===== config.mk =====
export PLATFORM = sky130hd
export DESIGN_NAME = tcb_slice_flat
export DESIGN_NICKNAME = d
export VERILOG_FILES = /design/src/rtl/tcb_pkg.sv /design/src/rtl/tcb_if.sv /design/src/rtl/tcb_slice.sv /design/src/flat_wrapper.sv
export SDC_FILE = /design/constraint.sdc
export NUM_CORES = 1
export LEC_CHECK = 0
export ABC_AREA = 1
export BUFFER_PORTS_ARGS = -buffer_cell sky130_fd_sc_hd__buf_2
export CAP_MARGIN = 10
export CELL_PAD_IN_SITES_DETAIL_PLACEMENT = 0
export CELL_PAD_IN_SITES_GLOBAL_PLACEMENT = 2
export CORE_ASPECT_RATIO = 1.25
export CORE_MARGIN = 2
export CORE_UTILIZATION = 34
export CTS_BUF_LIST = sky130_fd_sc_hd__clkbuf_16
export CTS_CLUSTER_DIAMETER = 50
export DETAILED_ROUTE_END_ITERATION = 12
export HOLD_SLACK_MARGIN = 0.03
export MAX_ROUTING_LAYER = met4
export PLACE_DENSITY_LB_ADDON = 0.1
export SYNTH_ARGS = -nofsm -noshare
export SYNTH_HDL_FRONTEND = slang
export SYNTH_SLANG_ARGS = --single-unit

===== constraint.sdc =====
create_clock -name bus -period 11.5 [get_ports bus]
set_clock_uncertainty 0.15 [all_clocks]
set_input_delay 2.3 -clock bus [delete_from_list [all_inputs] [get_ports bus]]
set_output_delay 2.3 -clock bus [all_outputs]
set_load 0.05 [all_outputs]

===== src/rtl/tcb_pkg.sv =====
// TCB package
// bus widths, memory size and the address word seen flat or decoded

`default_nettype none

package tcb_pkg;

  ////////////////////////////////////////
  // bus widths
  ////////////////////////////////////////

  // address and data
  localparam int unsigned ADR_W = 32;
  localparam int unsigned DAT_W = 32;
  // one enable per byte lane
  localparam int unsigned BEN_W = DAT_W / 8;

  ////////////////////////////////////////
  // memory size
  ////////////////////////////////////////

  // word index bits, 256 words
  localparam int unsigned MEM_AW = 8;

  // region field width, what is left above the word index
  localparam int unsigned RGN_W = ADR_W - MEM_AW - 2;

  ////////////////////////////////////////
  // address word
  ////////////////////////////////////////

  // manager side sees a flat address
  // memory side splits it into region, word and byte offset
  typedef union packed {
    logic [ADR_W-1:0] flat;
    struct packed {
      // nonzero region is out of range
      logic [RGN_W-1:0]  rgn;
      // word index into the array
      logic [MEM_AW-1:0] idx;
      // byte offset, ignored
      logic [1:0]        off;
    } fld;
  } tcb_adr_u;

endpackage : tcb_pkg

`default_nettype wire


===== src/rtl/tcb_if.sv =====
// TCB interface
// valid/ready request phase, response strobe a fixed DLY cycles after transfer

`timescale 1ns/1ps
`default_nettype none

interface tcb_if
  import tcb_pkg::*;
#(
  // response delay in cycles
  parameter int unsigned DLY = 1
)(
  input wire bus,
  input wire rst_n
);

  ////////////////////////////////////////
  // request
  ////////////////////////////////////////

  logic             vld;
  logic             rdy;
  logic             wen;
  tcb_adr_u         adr;
  logic [BEN_W-1:0] ben;
  logic [DAT_W-1:0] wdt;

  ////////////////////////////////////////
  // response
  ////////////////////////////////////////

  // one cycle strobe, DLY cycles after the transfer
  logic             rsp;
  logic [DAT_W-1:0] rdt;
  logic             err;

  // transfer on this edge
  logic trn;
  assign trn = vld & rdy;

  // manager drives the request, gets rdy and the response
  modport man (
    input  bus, rst_n, trn,
    output vld, wen, adr, ben, wdt,
    input  rdy, rsp, rdt, err
  );

  // subordinate is the mirror image
  modport sub (
    input  bus, rst_n, trn,
    input  vld, wen, adr, ben, wdt,
    output rdy, rsp, rdt, err
  );

  // passive observer
  modport mon (
    input  bus, rst_n, trn,
    input  vld, rdy, wen, adr, ben, wdt,
    input  rsp, rdt, err
  );

endinterface : tcb_if

`default_nettype wire


===== src/rtl/tcb_slice.sv =====
// TCB request slice
// two entry skid buffer, registers vld and rdy, response passes straight back

`timescale 1ns/1ps
`default_nettype none

module tcb_slice
  import tcb_pkg::*;
(
  tcb_if.sub tcb_up,
  tcb_if.man tcb_dn
);

  // fill count, 0 to 2
  logic [1:0]       cnt;
  // main entry, drives downstream
  logic             main_wen;
  tcb_adr_u         main_adr;
  logic [BEN_W-1:0] main_ben;
  logic [DAT_W-1:0] main_wdt;
  // spare entry, catches the request taken during a stall
  logic             spr_wen;
  tcb_adr_u         spr_adr;
  logic [BEN_W-1:0] spr_ben;
  logic [DAT_W-1:0] spr_wdt;

  ////////////////////////////////////////
  // fill count
  ////////////////////////////////////////

  always_ff @(posedge tcb_up.bus or negedge tcb_up.rst_n) begin
    if (!tcb_up.rst_n) begin
      cnt <= 2'd0;
    end else begin
      case ({tcb_up.trn, tcb_dn.trn})
        2'b10:   cnt <= cnt + 2'd1;
        2'b01:   cnt <= cnt - 2'd1;
        default: cnt <= cnt;
      endcase
    end
  end

  // both straight from the count register
  // no path from downstream rdy to upstream rdy
  assign tcb_up.rdy = ~cnt[1];
  assign tcb_dn.vld = |cnt;

  ////////////////////////////////////////
  // entries
  ////////////////////////////////////////

  always_ff @(posedge tcb_up.bus) begin
    // empty, or one leaving as one arrives
    if (tcb_up.trn && (cnt == 2'd0 || (cnt == 2'd1 && tcb_dn.trn))) begin
      main_wen <= tcb_up.wen;
      main_adr <= tcb_up.adr;
      main_ben <= tcb_up.ben;
      main_wdt <= tcb_up.wdt;
    end else if (tcb_dn.trn && cnt == 2'd2) begin
      // spare moves up
      main_wen <= spr_wen;
      main_adr <= spr_adr;
      main_ben <= spr_ben;
      main_wdt <= spr_wdt;
    end
    // main stalled, park the new one
    if (tcb_up.trn && cnt == 2'd1 && !tcb_dn.trn) begin
      spr_wen <= tcb_up.wen;
      spr_adr <= tcb_up.adr;
      spr_ben <= tcb_up.ben;
      spr_wdt <= tcb_up.wdt;
    end
  end

  assign tcb_dn.wen = main_wen;
  assign tcb_dn.adr = main_adr;
  assign tcb_dn.ben = main_ben;
  assign tcb_dn.wdt = main_wdt;

  // responses keep transfer order, nothing to store
  assign tcb_up.rsp = tcb_dn.rsp;
  assign tcb_up.rdt = tcb_dn.rdt;
  assign tcb_up.err = tcb_dn.err;

endmodule : tcb_slice

`default_nettype wire


===== src/flat_wrapper.sv =====
// flat-port wrapper written by rule: the top's interface ports become plain ports
module tcb_slice_flat import tcb_pkg::*;
  (bus, rst_n, tcb_up_vld, tcb_up_wen, tcb_up_adr, tcb_up_ben, tcb_up_wdt, tcb_up_rdy, tcb_up_rsp, tcb_up_rdt, tcb_up_err, tcb_dn_vld, tcb_dn_wen, tcb_dn_adr, tcb_dn_ben, tcb_dn_wdt, tcb_dn_rdy, tcb_dn_rsp, tcb_dn_rdt, tcb_dn_err);
  tcb_if tcb_up_i (.bus(bus), .rst_n(rst_n));
  tcb_if tcb_dn_i (.bus(bus), .rst_n(rst_n));
  input wire logic bus;
  input wire logic rst_n;
  input wire logic [$bits(tcb_up_i.vld)-1:0] tcb_up_vld;
  input wire logic [$bits(tcb_up_i.wen)-1:0] tcb_up_wen;
  input wire logic [$bits(tcb_up_i.adr)-1:0] tcb_up_adr;
  input wire logic [$bits(tcb_up_i.ben)-1:0] tcb_up_ben;
  input wire logic [$bits(tcb_up_i.wdt)-1:0] tcb_up_wdt;
  output wire logic [$bits(tcb_up_i.rdy)-1:0] tcb_up_rdy;
  output wire logic [$bits(tcb_up_i.rsp)-1:0] tcb_up_rsp;
  output wire logic [$bits(tcb_up_i.rdt)-1:0] tcb_up_rdt;
  output wire logic [$bits(tcb_up_i.err)-1:0] tcb_up_err;
  output wire logic [$bits(tcb_dn_i.vld)-1:0] tcb_dn_vld;
  output wire logic [$bits(tcb_dn_i.wen)-1:0] tcb_dn_wen;
  output wire logic [$bits(tcb_dn_i.adr)-1:0] tcb_dn_adr;
  output wire logic [$bits(tcb_dn_i.ben)-1:0] tcb_dn_ben;
  output wire logic [$bits(tcb_dn_i.wdt)-1:0] tcb_dn_wdt;
  input wire logic [$bits(tcb_dn_i.rdy)-1:0] tcb_dn_rdy;
  input wire logic [$bits(tcb_dn_i.rsp)-1:0] tcb_dn_rsp;
  input wire logic [$bits(tcb_dn_i.rdt)-1:0] tcb_dn_rdt;
  input wire logic [$bits(tcb_dn_i.err)-1:0] tcb_dn_err;
  assign tcb_up_i.vld = tcb_up_vld;
  assign tcb_up_i.wen = tcb_up_wen;
  assign tcb_up_i.adr = tcb_up_adr;
  assign tcb_up_i.ben = tcb_up_ben;
  assign tcb_up_i.wdt = tcb_up_wdt;
  assign tcb_up_rdy = tcb_up_i.rdy;
  assign tcb_up_rsp = tcb_up_i.rsp;
  assign tcb_up_rdt = tcb_up_i.rdt;
  assign tcb_up_err = tcb_up_i.err;
  assign tcb_dn_vld = tcb_dn_i.vld;
  assign tcb_dn_wen = tcb_dn_i.wen;
  assign tcb_dn_adr = tcb_dn_i.adr;
  assign tcb_dn_ben = tcb_dn_i.ben;
  assign tcb_dn_wdt = tcb_dn_i.wdt;
  assign tcb_dn_i.rdy = tcb_dn_rdy;
  assign tcb_dn_i.rsp = tcb_dn_rsp;
  assign tcb_dn_i.rdt = tcb_dn_rdt;
  assign tcb_dn_i.err = tcb_dn_err;
  tcb_slice u_core (.tcb_up(tcb_up_i), .tcb_dn(tcb_dn_i));
endmodule

# --- Word level (Yosys, flattened, before mapping) ---
# Index checks and enable logic that the tools add are counted.
totals:
  ff_bits: 140
  out_inout_bits: 105
  elab_cells: 38
classes:
  addsub: 2
  n_eq_ne: 4
  mux: 9
  bitwise: 3
  reduce_logical: 11
ops:
  columns: ["cell", "count"]
  rows:
  - ["32-bit 2-to-1 mux", 4]
  - ["4-bit 2-to-1 mux", 2]
  - ["1-bit logical AND", 5]
  - ["2-bit by 1-bit equality test with 1-bit output, second input constant", 2]
  - ["2-bit equality test, second input constant", 2]
  - ["2-bit case mux with 2 select lines", 1]
  - ["2-bit nonzero test", 2]
  - ["2-bit by 1-bit adder with 2-bit output, second input constant", 1]
  - ["1-bit AND", 2]
  - ["2-bit zero test", 1]
  - ["1-bit 2-to-1 mux", 2]
  - ["2-bit OR reduction", 1]
  - ["2-bit by 1-bit subtractor with 2-bit output, second input constant", 1]
  - ["1-bit zero test", 1]
  - ["1-bit logical OR", 1]
  - ["1-bit inverter", 1]

# --- Longest topological paths before layout ---
logic_depth:
  ltp_word: 6
  depth_mapped: 9
  ltp_nobuf: 8

# --- Least setup slack after synthesis ---
# OpenSTA, ideal clock, no wires.
synth_path:
  kind: "input port to flip-flop"
  startpoint: "input port tcb_up_vld"
  endpoint: "register u_core.spr_adr[0] (netlist name), enable pin"
  arrival_ps: 5708
  required_time_ps: 10852
  setup_slack_ps: 5145
  path_stages: 5
  path_buffers: 1
  cell_sequence: "inv_1 > nor2_8 > buf_4 > nand2_1 > nor2_1"
synth_between:
  elab_chain_len: 3
synth_lines:
  columns: ["element", "line_no", "rtl"]
  rows:
  - ["from (decl)", "flat_wrapper.sv:8", "input wire logic [$bits(tcb_up_i.vld)-1:0] tcb_up_vld;"]
  - ["1-bit AND", "tcb_if.sv:39", "assign trn = vld & rdy;"]
  - ["1-bit logical AND (2 in a row)", "tcb_slice.sv:67", "if (tcb_up.trn && cnt == 2'd1 && !tcb_dn.trn) begin"]
  - ["to (signal assigned)", "tcb_slice.sv:69", "spr_adr <= tcb_up.adr;"]
  - ["to (decl)", "tcb_slice.sv:23", "tcb_adr_u spr_adr;"]
# No other way between the ends.
# A chain may end at the register's enable or synchronous reset.

# --- Worst setup path in the final report ---
layout_path:
  startpoint: "input port tcb_up_vld"
  endpoint: "register u_core.main_adr (netlist bit u_core.tcb_dn.adr[23]), enable pin"
layout_between:
  elab_chain_len: 3
layout_lines:
  columns: ["element", "line_no", "rtl"]
  rows:
  - ["1-bit AND", "tcb_if.sv:39", null]
  - ["1-bit logical AND", "tcb_slice.sv:54", "if (tcb_up.trn && (cnt == 2'd0 || (cnt == 2'd1 && tcb_dn.trn))) begin"]
  - ["2-bit nonzero test (no line)", null, null]
  - ["to (signal assigned)", "tcb_slice.sv:56", "main_adr <= tcb_up.adr;"]
  - ["to (signal assigned)", "tcb_slice.sv:62", "main_adr <= spr_adr;"]
  - ["to (decl)", "tcb_slice.sv:18", "tcb_adr_u main_adr;"]
# No other way between the ends.

==> impl_results.md <==
- Die H: between 100 and 150 um
- Cts bufs inserted: 17
- # nets final: 648
- Cells after synthesis: 429
- Placed Area: 6280 um^2
- Least-Margin Pin Slew: 1.09 ns
- Vias per inst: 4.39
- Top FF cell, synth: edfxtp_1
- Drt pass-1 iters: 5
- Critical R2R Launch: u_core.cnt[1]$_DFFE_PN0P_
- Global-route wire length before repair: ~18 mm
- Area occupied by multi-input gates: 1050 um^2
- Setup Viol. Count Final: 0
- Critical Path End Type: flop
- Synth-to-layout area growth: 20.0%
- Fillers: approximately 1600
- Fraction of layout cells with a size suffix above 1: 0.345
- GR Util All Layers: 0.140
- Post-synth net total: 540
- Setup TNS: 0 ns
- Drt initial violations: approximately 270
- Fin. Hold Viols: 0
- Clk Latency, worst-skew pair: 0.41 ns
- Reg area: 4190 um^2
- Yosys reg bits: 140
- Detailed Place HPWL: 7.31 mm
- Pwr Total: around 2000 uW
- # resized after CTS: 0
- Routed len/inst: 15.7 um
- Core area: approximately 17000 um^2
- Slew Limit Headroom: 0.271
- Post-cts hold buffer count: 0
- Worst vdd ir: between 0.3 and 0.4 mV
- Post-Syn Area: 5720 um^2
- Share of the synthesized area in the top cell type: 0.725
- Critical path startpoint: tcb_up_vld
- Final Wtd Congestion: 0.750
- Max Fclk: 0.208 GHz
- CTS Root Cell: clkbuf_16
- CTS tree: done
- Synth Warn #: 0
- Startpoint types: input pin
- Max-cap violation count: 0
- Leakage: 0.00284 uW
- Seq/Total Area, Yosys: 0.734
- DRC: 0
- Post-CTS Setup Bufs: 0
- Post-synth top cells: 138 x edfxtp_1, 134 x nand2_1, 70 x nand3_1
- Buffers from clock root to sink, at most: 2
- Vias in the first global route: 3327
- Area leader, netlist: edfxtp_1
- Register-to-Register Path Depth: 6
- Pin count of the biggest net entering global routing: 73
- Die area: 17900 um^2
- Unique masters post-synth: 17
- Critical-path maximum fanout: 72
- Max Slew Vio Count: 0
- Status: completed
- CP required: 11.38 ns
- Worst-path clk slew: 0.06 ns
- ANT nets after route: 0
- CTS H-tree depth: 4
- Initial core utilization: 0.343
- Synth async-reset ratio: 0.0143
- WHS: approximately 0.36 ns
- Fin crit period: 4.81 ns
- Clock Sinks: 140
- Site Rows: 53
- Post-synth EDFFs: 138
- Post-layout instance area: between 6000 and 7000 um^2
- Cell with the most instances after synthesis: edfxtp_1
- Number of port buffers: 143
- Final Cycle Share: 0.418
- Worst Hold Path Cells: 2
- P per Cell Area: 286 nW/um^2
- Routed vias: 3378
- RSZ-0062 raised after global routing: no
- Global route overflow: 0
- Synthesized area per cell: 13.3 um^2
- Setup CP Type: input pin to flop
- Initial antenna violation count: 1
- Hold path start: u_core.spr_adr[24]$_DFFE_PP_
- Routed WL: 12.1 mm
- Synth area leaders: edfxtp_1 73%, nand2_1 8.8%, nand3_1 6.1%, buf_4 4.9%, buf_6 2.6%
- Hold/Removal Path Class: flop to flop
- Critical path arrival: around 4.7 ns
- # IOs: 212
- Chip width: 120 um
-- routing by layer --
metal,track usage,part of all wire,vias up
met5,-,0,-
met4,0.0582,0.015,0
met3,0.0420,0.060,16
met2,0.214,0.49,117
met1,0.175,0.44,1576
li1,-,-,1669
-- worst paths after layout --
path / endpoint / slack (ns)
min in group asynchronous: u_core.cnt[0]$_DFFE_PN0P_ / 1.52
worst max-delay path: u_core.tcb_dn.adr[23]$_DFFE_PP_ / 6.69
max in group asynchronous: u_core.cnt[1]$_DFFE_PN0P_ / 9.59
worst min-delay path: u_core.tcb_dn.adr[24]$_DFFE_PP_ / 0.36
worst max register to register: u_core.tcb_dn.adr[23]$_DFFE_PP_ / 7.99
worst min register to register: u_core.tcb_dn.adr[24]$_DFFE_PP_ / 0.36
-- logic make-up (layout without fill, tap and decap cells) --
kind of cell	after synthesis	in the layout	share of synthesized area
simple gates	219	219	0.171
compound gates	1	1	0.000875
buf+inv	64	183	0.0845
fa+ha+maj	4	4	0.00876
other cells	0	1	0
xor+xnor	1	1	0.00153
flops	140	140	0.734
-- layout make-up --
class                           count  area share
Tap cell                          220      0.0401
Timing Repair Buffer              144       0.105
Antenna cell                        1    0.000365
Multi-Input combinational cell    225       0.154
Clock inverter                     13      0.0221
Sequential cell                   140       0.611
Clock buffer                       17      0.0620
Inverter                            9     0.00493
-- state kept, by name, summed over array words and instances, names as in the netlist --
name,cells
u_core.tcb_dn.wdt,32
u_core.spr_ben,4
u_core.tcb_dn.wen,1
u_core.spr_wdt,32
u_core.tcb_dn.adr,32
u_core.cnt,2
u_core.tcb_dn.ben,4
u_core.spr_adr,32
u_core.spr_wen,1
-- layout by cell type, fill, tap and decap left out --
| master | instances |
|---|---|
| ha_1 | 4 |
| inv_2 | 1 |
| inv_1 | 8 |
| clkbuf_16 | 17 |
| diode_2 | 1 |
| clkinvlp_4 | 2 |
| inv_6 | 1 |
| buf_2 | 143 |
| o21ai_0 | 1 |
| edfxtp_1 | 138 |
| nand2_4 | 2 |
| nand3_1 | 70 |
| nand2_2 | 10 |
| nor2_8 | 1 |
| nor2_1 | 1 |
| clkinv_4 | 1 |
| nor2_4 | 1 |
| nand2_1 | 133 |
| bufinv_16 | 3 |
| clkinv_1 | 1 |
| dfrtp_1 | 2 |
| clkinv_2 | 5 |
| nand2_8 | 1 |
| buf_4 | 1 |
| xnor2_1 | 1 |
-- critical path, cell delays in order --
cell     delay (ns)
buf_2          0.08
inv_1          0.07
nor2_8         0.80
nand2_8        0.49
nand2_4        0.88
-- where the power goes --
part           total [uW]  leakage, uW  internal, uW  switching, uW
logic                 662      0.00127           120            542
registers             761      0.00129           728           33.1
clock network         539     0.000282           337            203
-- per-stage QoR --
step                      setup WS, ns   util  instances
after CTS                         6.59  0.412        768
after floorplan                   5.14      -        429
after global placement            6.19  0.377        738
after detailed placement          6.16  0.377        738
after global routing              6.43  0.412        769
final                             6.69  0.412        769
Power figures use the tool's default switching activity.
