$ cat config.mk
export PLATFORM = sky130hd
export DESIGN_NAME = tcb_req_gen_flat
export DESIGN_NICKNAME = d
export VERILOG_FILES = /design/src/rtl/tcb_pkg.sv /design/src/rtl/tcb_if.sv /design/src/rtl/tcb_req_gen.sv /design/src/flat_wrapper.sv
export SDC_FILE = /design/constraint.sdc
export NUM_CORES = 1
export LEC_CHECK = 0
export BUFFER_PORTS_ARGS = -buffer_cell sky130_fd_sc_hd__buf_2
export CORE_MARGIN = 2
export CORE_UTILIZATION = 26
export DETAILED_ROUTE_END_ITERATION = 16
export PLACE_DENSITY = 0.65
export SYNTH_ARGS = -nofsm -noshare
export SYNTH_HDL_FRONTEND = slang
export SYNTH_SLANG_ARGS = --single-unit
$ cat constraint.sdc
create_clock -name bus -period 5.61 [get_ports bus]
set_clock_uncertainty 0.1 [all_clocks]
set_input_delay 0.2805 -clock bus [delete_from_list [all_inputs] [get_ports bus]]
set_output_delay 0.2805 -clock bus [all_outputs]
set_load 0.03 [all_outputs]
$ cat src/rtl/tcb_pkg.sv
// TCB package
// bus widths, memory size and the address word seen flat or decoded

`default_nettype none

package tcb_pkg;

  ////////////////////////////////////////
  // bus widths
  ////////////////////////////////////////

  // address and data
  localparam int unsigned ADR_W = 32;
  localparam int unsigned DAT_W = 32;
  // one enable per byte lane
  localparam int unsigned BEN_W = DAT_W / 8;

  ////////////////////////////////////////
  // memory size
  ////////////////////////////////////////

  // word index bits, 256 words
  localparam int unsigned MEM_AW = 8;

  // region field width, what is left above the word index
  localparam int unsigned RGN_W = ADR_W - MEM_AW - 2;

  ////////////////////////////////////////
  // address word
  ////////////////////////////////////////

  // manager side sees a flat address
  // memory side splits it into region, word and byte offset
  typedef union packed {
    logic [ADR_W-1:0] flat;
    struct packed {
      // nonzero region is out of range
      logic [RGN_W-1:0]  rgn;
      // word index into the array
      logic [MEM_AW-1:0] idx;
      // byte offset, ignored
      logic [1:0]        off;
    } fld;
  } tcb_adr_u;

endpackage : tcb_pkg

`default_nettype wire

$ cat src/rtl/tcb_if.sv
// TCB interface
// valid/ready request phase, response strobe a fixed DLY cycles after transfer

`timescale 1ns/1ps
`default_nettype none

interface tcb_if
  import tcb_pkg::*;
#(
  // response delay in cycles
  parameter int unsigned DLY = 1
)(
  input wire bus,
  input wire rst_n
);

  ////////////////////////////////////////
  // request
  ////////////////////////////////////////

  logic             vld;
  logic             rdy;
  logic             wen;
  tcb_adr_u         adr;
  logic [BEN_W-1:0] ben;
  logic [DAT_W-1:0] wdt;

  ////////////////////////////////////////
  // response
  ////////////////////////////////////////

  // one cycle strobe, DLY cycles after the transfer
  logic             rsp;
  logic [DAT_W-1:0] rdt;
  logic             err;

  // transfer on this edge
  logic trn;
  assign trn = vld & rdy;

  // manager drives the request, gets rdy and the response
  modport man (
    input  bus, rst_n, trn,
    output vld, wen, adr, ben, wdt,
    input  rdy, rsp, rdt, err
  );

  // subordinate is the mirror image
  modport sub (
    input  bus, rst_n, trn,
    input  vld, wen, adr, ben, wdt,
    output rdy, rsp, rdt, err
  );

  // passive observer
  modport mon (
    input  bus, rst_n, trn,
    input  vld, rdy, wen, adr, ben, wdt,
    input  rsp, rdt, err
  );

endinterface : tcb_if

`default_nettype wire

$ cat src/rtl/tcb_req_gen.sv
// TCB request generator
// turns strobed commands into bus transfers, limits what is in flight,
// returns each response as a registered pulse

`timescale 1ns/1ps
`default_nettype none

module tcb_req_gen
  import tcb_pkg::*;
#(
  parameter int unsigned DLY     = 1,
  parameter int unsigned MAX_OUT = 4
)(
  input  wire              bus,
  input  wire              rst_n,
  // command
  input  wire              cmd_vld,
  output logic             cmd_rdy,
  input  wire              cmd_wen,
  input  wire tcb_adr_u    cmd_adr,
  input  wire [BEN_W-1:0]  cmd_ben,
  input  wire [DAT_W-1:0]  cmd_wdt,
  // response
  output logic             rsp_vld,
  output logic [DAT_W-1:0] rsp_rdt,
  output logic             rsp_err,
  // bus
  tcb_if.man               tcb
);

  // slice holds 2, memory pipeline DLY, plus our own register,
  // so more than DLY+3 can never be pending
  localparam int unsigned LIM   = (MAX_OUT < DLY + 3) ? MAX_OUT : DLY + 3;
  localparam int unsigned CNT_W = $clog2(LIM + 1);

  logic             cmd_trn;
  // request register
  logic             req_vld;
  logic             req_wen;
  tcb_adr_u         req_adr;
  logic [BEN_W-1:0] req_ben;
  logic [DAT_W-1:0] req_wdt;
  // transfers on the bus without response
  logic [CNT_W-1:0] out_cnt;
  // in flight plus the one waiting in the register
  logic [CNT_W:0]   pend;

  ////////////////////////////////////////
  // command side
  ////////////////////////////////////////

  assign pend = {1'b0, out_cnt} + {{CNT_W{1'b0}}, req_vld};

  // register free or emptying now, and room for one more
  assign cmd_rdy = (~req_vld | tcb.trn) & (pend < (CNT_W + 1)'(LIM));
  assign cmd_trn = cmd_vld & cmd_rdy;

  always_ff @(posedge bus or negedge rst_n) begin
    if (!rst_n) begin
      req_vld <= 1'b0;
    end else if (cmd_trn) begin
      req_vld <= 1'b1;
    end else if (tcb.trn) begin
      req_vld <= 1'b0;
    end
  end

  // payload, held until the transfer
  always_ff @(posedge bus) begin
    if (cmd_trn) begin
      req_wen <= cmd_wen;
      req_adr <= cmd_adr;
      req_ben <= cmd_ben;
      req_wdt <= cmd_wdt;
    end
  end

  // drive the bus straight from the register
  assign tcb.vld = req_vld;
  assign tcb.wen = req_wen;
  assign tcb.adr = req_adr;
  assign tcb.ben = req_ben;
  assign tcb.wdt = req_wdt;

  ////////////////////////////////////////
  // outstanding count
  ////////////////////////////////////////

  always_ff @(posedge bus or negedge rst_n) begin
    if (!rst_n) begin
      out_cnt <= '0;
    end else begin
      case ({tcb.trn, tcb.rsp})
        2'b10:   out_cnt <= out_cnt + 1'b1;
        2'b01:   out_cnt <= out_cnt - 1'b1;
        default: out_cnt <= out_cnt;
      endcase
    end
  end

  ////////////////////////////////////////
  // response side
  ////////////////////////////////////////

  always_ff @(posedge bus or negedge rst_n) begin
    if (!rst_n) begin
      rsp_vld <= 1'b0;
    end else begin
      rsp_vld <= tcb.rsp;
    end
  end

  // data and error only valid with rsp_vld
  always_ff @(posedge bus) begin
    if (tcb.rsp) begin
      rsp_rdt <= tcb.rdt;
      rsp_err <= tcb.err;
    end
  end

endmodule : tcb_req_gen

`default_nettype wire

$ cat src/flat_wrapper.sv
// flat-port wrapper written by rule: the top's interface ports become plain ports
module tcb_req_gen_flat import tcb_pkg::*;
#(
  parameter int unsigned DLY     = 1,
  parameter int unsigned MAX_OUT = 4
)
  (bus, rst_n, cmd_vld, cmd_rdy, cmd_wen, cmd_adr, cmd_ben, cmd_wdt, rsp_vld, rsp_rdt, rsp_err, tcb_vld, tcb_wen, tcb_adr, tcb_ben, tcb_wdt, tcb_rdy, tcb_rsp, tcb_rdt, tcb_err);
  tcb_if #(.DLY(DLY)) tcb_i (.bus(bus), .rst_n(rst_n));
  input  wire bus;
  input  wire rst_n;
  input  wire cmd_vld;
  output logic cmd_rdy;
  input  wire cmd_wen;
  input  wire tcb_adr_u cmd_adr;
  input  wire [BEN_W-1:0] cmd_ben;
  input  wire [DAT_W-1:0] cmd_wdt;
  output logic rsp_vld;
  output logic [DAT_W-1:0] rsp_rdt;
  output logic rsp_err;
  output wire logic [$bits(tcb_i.vld)-1:0] tcb_vld;
  output wire logic [$bits(tcb_i.wen)-1:0] tcb_wen;
  output wire logic [$bits(tcb_i.adr)-1:0] tcb_adr;
  output wire logic [$bits(tcb_i.ben)-1:0] tcb_ben;
  output wire logic [$bits(tcb_i.wdt)-1:0] tcb_wdt;
  input wire logic [$bits(tcb_i.rdy)-1:0] tcb_rdy;
  input wire logic [$bits(tcb_i.rsp)-1:0] tcb_rsp;
  input wire logic [$bits(tcb_i.rdt)-1:0] tcb_rdt;
  input wire logic [$bits(tcb_i.err)-1:0] tcb_err;
  assign tcb_vld = tcb_i.vld;
  assign tcb_wen = tcb_i.wen;
  assign tcb_adr = tcb_i.adr;
  assign tcb_ben = tcb_i.ben;
  assign tcb_wdt = tcb_i.wdt;
  assign tcb_i.rdy = tcb_rdy;
  assign tcb_i.rsp = tcb_rsp;
  assign tcb_i.rdt = tcb_rdt;
  assign tcb_i.err = tcb_err;
  tcb_req_gen #(.DLY(DLY), .MAX_OUT(MAX_OUT)) u_core (.bus(bus), .rst_n(rst_n), .cmd_vld(cmd_vld), .cmd_rdy(cmd_rdy), .cmd_wen(cmd_wen), .cmd_adr(cmd_adr), .cmd_ben(cmd_ben), .cmd_wdt(cmd_wdt), .rsp_vld(rsp_vld), .rsp_rdt(rsp_rdt), .rsp_err(rsp_err), .tcb(tcb_i));
endmodule
# After elaboration in Yosys (flattened, before gate mapping)
# Cells that the tools add are included.
[word_totals]
register_bits = 107
latchBits = 0
ram_bits = 0
mem_bits_ro = 0
in_bits = 107
memories = 0
[classes]
n_addsub = 3
multipliers = 0
div = 0
n_lt_le_gt_ge = 1
n_eq_ne = 2
shift = 0
muxes = 3
bitwise = 5
reduce_logical = 2
[op_table]
columns = ["op", "count"]
rows = [
  ["$pmux W3 S2", 1],
  ["$add A3 B1 Y4", 1],
  ["$lt A4 B3 Y1 const B", 1],
  ["$reduce_bool A2 Y1", 2],
  ["$add A3 B1 Y3 const B", 1],
  ["$and A1 B1 Y1", 3],
  ["$sub A3 B1 Y3 const B", 1],
  ["$eq A2 B1 Y1 const B", 1],
  ["$eq A2 B2 Y1 const B", 1],
  ["$mux W1", 2],
  ["$not A1 Y1", 1],
  ["$or A1 B1 Y1", 1],
]

# Depth between registers and ports, before layout
[logic_depth]
word_depth = 5
depth_mapped = 7

# Worst setup path before layout
# Ideal clock, no wire load.
[synth_timing]
path_kind = "flip-flop to flip-flop"
start = "reg u_core.req_vld, in the netlist u_core.tcb.vld"
end = "reg u_core.req_adr (netlist bit u_core.tcb.adr[0]), enable pin"
setup_time_ns = 0.496
arrival_time_ns = 3.569
setup_slack_ns = 1.444
path_stages_with_launch = 4
path_cell_list = "dfrtp_1 > inv_1 > a21oi_1 > nor2_1"
[synth_via]
elab_chain_cells = 4
word_cells_on_any_way = 7
[synth_lines]
columns = ["element", "line", "text"]
rows = [
  ["start, declared", "tcb_req_gen.sv:38", "logic req_vld;"],
  ["start signal, assigned", "tcb_req_gen.sv:60", "req_vld <= 1'b0;"],
  ["start signal, assigned", "tcb_req_gen.sv:62", "req_vld <= 1'b1;"],
  ["start signal, assigned", "tcb_req_gen.sv:64", "req_vld <= 1'b0;"],
  ["$add A3 B1 Y4, or another cell as far along", "tcb_req_gen.sv:52", "assign pend = {1'b0, out_cnt} + {{CNT_W{1'b0}}, req_vld};"],
  ["$lt A4 B3 Y1 / $or A1 B1 Y1 (equally long branches)", "tcb_req_gen.sv:55", "assign cmd_rdy = (~req_vld | tcb.trn) & (pend < (CNT_W + 1)'(LIM));"],
  ["$and A1 B1 Y1 (*)", "tcb_req_gen.sv:55", ""],
  ["$and A1 B1 Y1 (*)", "tcb_req_gen.sv:56", "assign cmd_trn = cmd_vld & cmd_rdy;"],
  ["net u_core.cmd_trn", "tcb_req_gen.sv:36", "logic cmd_trn;"],
  ["end signal, assigned", "tcb_req_gen.sv:72", "req_adr <= cmd_adr;"],
  ["end, declared", "tcb_req_gen.sv:40", "tcb_adr_u req_adr;"],
]
# Mark *: on every way through the listed nets, which the timed path passes. The rest lies on a longest branch.
# A chain may end at the register's enable or synchronous reset.

# Worst setup path after layout
[layout_timing]
start = "reg u_core.out_cnt[0]"
end = "reg u_core.req_adr (netlist bit u_core.tcb.adr[25]), enable pin"
[layout_via]
elab_chain_cells = 4
[layout_lines]
columns = ["element", "line", "text"]
rows = [
  ["start, declared", "tcb_req_gen.sv:44", "logic [CNT_W-1:0] out_cnt;"],
  ["start signal, assigned", "tcb_req_gen.sv:94", "2'b10: out_cnt <= out_cnt + 1'b1;"],
  ["start signal, assigned", "tcb_req_gen.sv:95", "2'b01: out_cnt <= out_cnt - 1'b1;"],
  ["start signal, assigned", "tcb_req_gen.sv:96", "default: out_cnt <= out_cnt;"],
  ["$add A3 B1 Y4", "tcb_req_gen.sv:52", ""],
  ["$lt A4 B3 Y1", "tcb_req_gen.sv:55", ""],
  ["$and A1 B1 Y1", "tcb_req_gen.sv:55", ""],
  ["$and A1 B1 Y1", "tcb_req_gen.sv:56", ""],
  ["net u_core.cmd_trn", "tcb_req_gen.sv:36", ""],
]
# The timed path passes the listed nets, and every way through them passes these cells.

==> out/qor.csv <==
stage,metric,value,unit
run_status,outcome,"finished, final reports clean",
logic_synthesis,cell taking the most area after synthesis,edfxtp_1,
global_routing,antenna violations before repair,1,
die,Die Ht,117,um
min_path,Hold Crit Class,in -> reg,
worst_setup_path,Critical Path AT,1.78,ns
clocking,CTS tree,built,
detailed_routing,Routed WL per cell,13.8,um
die,CORE AREA,0.0125,mm2
final_layout,Ant. Diodes,0,
logic_synthesis,register area share after synthesis,96.3,%
timing,Worst Hold Slack,0.0170,ns
detailed_routing,WL final,8.31,mm
logic_synthesis,Synth top area share,92.5,%
clocking,clock root buffer,clkbuf_16,
global_routing,largest net degree at the start of global routing,70,
clocking,htree depth,3,
logic_synthesis,number of synthesized register bits,107,
worst_setup_path,critical path class,reg -> reg,
clocking,Num CTS Buffers,9,
die,num ports,212,
detailed_routing,Post-DRT Antenna Nets,0,
timing,setup_tns,0,ns
pwr,PwrDens,397,mW/mm2
timing,final setup vio count,0,
final_layout,Storage cell area,0.00319,mm2
timing,fin crit share,34.1,%
placed_design,port buffer count,211,
global_routing,first-pass GRT wire length,11.1,mm
global_routing,GR Layer Usage met2,19.2,%
worst_setup_path,critical path required time,5.48,ns
pwr,worst vdd ir,0.151,mV
die,row count,41,
detailed_routing,DRC violations left,0,
clocking,total clock sinks,107,
die,die area,0.0137,mm2
worst_setup_path,CP startpoint kind,flop,
pwr,Pleak,2.39,nW
timing,fin crit period,1.91,ns
clocking,Longest Clk Path Bufs,2,
timing,Max Freq,523,MHz
worst_setup_path,"Max FO, Critical Path",69,
worst_setup_path,reg2reg setup slack,3.70,ns
global_routing,GRT overflow,0,
die,Die W,117,um
timing,Slew HR,43.0,%
final_layout,fraction of layout cells with a size suffix above 1,52.6,%
final_layout,synthesis-to-layout area growth,70.7,%
logic_synthesis,Yosys cell types,13,
global_routing,number of global-route vias before repair,2342,
job,Max Cap Viol,0,
worst_setup_path,CP Capture Type,flop,
timing,Tightest Pin Transition,0.856,ns
detailed_routing,drt initial violations,84,
timing,max-slew violations,0,
global_routing,busiest grt layer,met2,
clocking,CTS resizes,0,
detailed_routing,Via Count,2290,
logic_synthesis,syn avg cell area,26.3,um2
logic_synthesis,net count after synthesis,235,
logic_synthesis,YS warnings,0,
die,initial core utilization,26.5,%
clocking,clk_lat worst skew,0.34,ns
placed_design,GP Congestion,0.723,
timing,final count of hold timing violations,0,
timing,unrepaired setup endpoints after global routing,false,
global_routing,met3 Resource Use GR,5.77,%
detailed_routing,drt pass-1 iters,4,
global_routing,Global Route Usage Sum,11.4,%
detailed_routing,routed vias/inst,3.80,
clocking,Worst-path clk slew,0.07,ns
final_layout,final core occ,45.2,%
logic_synthesis,synthesized area,0.00331,mm2
final_layout,Nets,535,
final_layout,Multi-input gate area,116,um2
logic_synthesis,Mapped Cells,126,
final_layout,fillcell total,1100,
global_routing,GRT met1 Usage,11.3,%
logic_synthesis,ranking of synthesized cells by area,"edfxtp_1 (92%), dfrtp_1 (3.8%), fa_1 (0.60%)",
[cell usage after synthesis]
| library cell | count |
|---|---|
| a21oi_1 | 1 |
| dfrtp_1 | 5 |
| edfxtp_1 | 102 |
| fa_1 | 1 |
| ha_1 | 1 |
| inv_1 | 4 |
| mux2i_1 | 1 |
| nand2_1 | 2 |
| nand2b_1 | 1 |
| nor2_1 | 4 |
| o22ai_1 | 1 |
| xnor2_1 | 1 |
| xor2_1 | 2 |
[flip-flops by register name (all words and copies together) (netlist names)]
| signal | cells |
|---|---|
| u_core.tcb.adr | 32 |
| u_core.rsp_vld | 1 |
| u_core.out_cnt | 3 |
| u_core.tcb.wdt | 32 |
| u_core.tcb.vld | 1 |
| u_core.tcb.wen | 1 |
| u_core.rsp_rdt | 32 |
| u_core.rsp_err | 1 |
| u_core.tcb.ben | 4 |
[stage by stage]
| stage | power, mW | cell area, um2 | instances | worst slack [ns] |
|---|---|---|---|---|
| CTS | 2.26 | 5570 | 594 | 3.68 |
| floorplan | 1.44 | 3310 | 126 | 1.44 |
| global placement | 1.60 | 4600 | 510 | 3.42 |
| global route | 2.34 | 5650 | 602 | 3.56 |
| detailed placement | 1.61 | 4600 | 510 | 3.38 |
| finish | 2.24 | 5650 | 602 | 3.70 |
[per-layer routing]
metal / vias to the layer above / routed length, um
li1: 1088 / -
met1: 1039 / 3120
met2: 148 / 4000
met3: 13 / 996
met4: 2 / 186
met5: - / 7
[worst max-delay path: stages (launching register included)]
cell     delay (ns)
dfrtp_1        0.40
nand2_1        0.09
a21oi_1        0.13
nor2_4         0.11
buf_4          0.65
[power breakdown]
| part | switching [mW] | internal, mW |
|---|---|---|
| sequential | 0.0367 | 1.04 |
| clock | 0.265 | 0.345 |
| combinational | 0.390 | 0.167 |
| total | 0.691 | 1.55 |
[final cells by class]
type / count / share of cell area (%)
Tap cell: 172 / 3.81
Clock inverter: 4 / 0.907
Inverter: 4 / 0.266
Timing Repair Buffer: 289 / 32.4
Multi-Input combinational cell: 15 / 2.06
Sequential cell: 107 / 56.4
Clock buffer: 11 / 4.12
[cells by family (layout without fill, tap and decap cells)]
logic type,count (synthesis),in the layout,share of synthesized area [%]
flops,107,107,96.3
compound gates,2,2,0.340
simple gates,7,7,0.869
xor+xnor,3,3,0.793
fa+ha+maj,2,2,0.982
mux,1,1,0.302
buf+inv,4,308,0.453
[final timing paths]
kind,from,to,cells after the start
setup / recovery,u_core.out_cnt[0]$_DFFE_PN0P_,u_core.tcb.adr[25]$_DFFE_PP_,4
hold reg to reg,u_core.out_cnt[2]$_DFFE_PN0P_,u_core.out_cnt[2]$_DFFE_PN0P_,1
hold / removal,cmd_wdt[31],u_core.tcb.wdt[31]$_DFFE_PP_,1
setup reg to reg,u_core.out_cnt[0]$_DFFE_PN0P_,u_core.tcb.adr[25]$_DFFE_PP_,4
max in group asynchronous,rst_n,u_core.out_cnt[0]$_DFFE_PN0P_,2
min in group asynchronous,rst_n,u_core.tcb.vld$_DFFE_PN0P_,2
[repair_timing]
action                                 CTS  global route
endpoints found under the hold margin   73             8
buffers inserted                         0             0
hold buffers                            69             8
[cell usage in the layout (no fill, tap or decap)]
cell and instances:
buf_2 211, edfxtp_1 102, dlygate4sd3_1 77, clkbuf_16 9, dfrtp_1 5, inv_1 4
nor2_1 3, nand2_1 2, xor2_1 2, clkbuf_1 2, a21oi_1 1, nand2b_1 1
nor2_4 1, mux2i_1 1, xnor2_1 1, o22ai_1 1, fa_1 1, ha_1 1
clkinv_2 1, inv_6 1, clkinvlp_4 1, bufinv_16 1, buf_4 1
(Power assumes the default switching activity.)
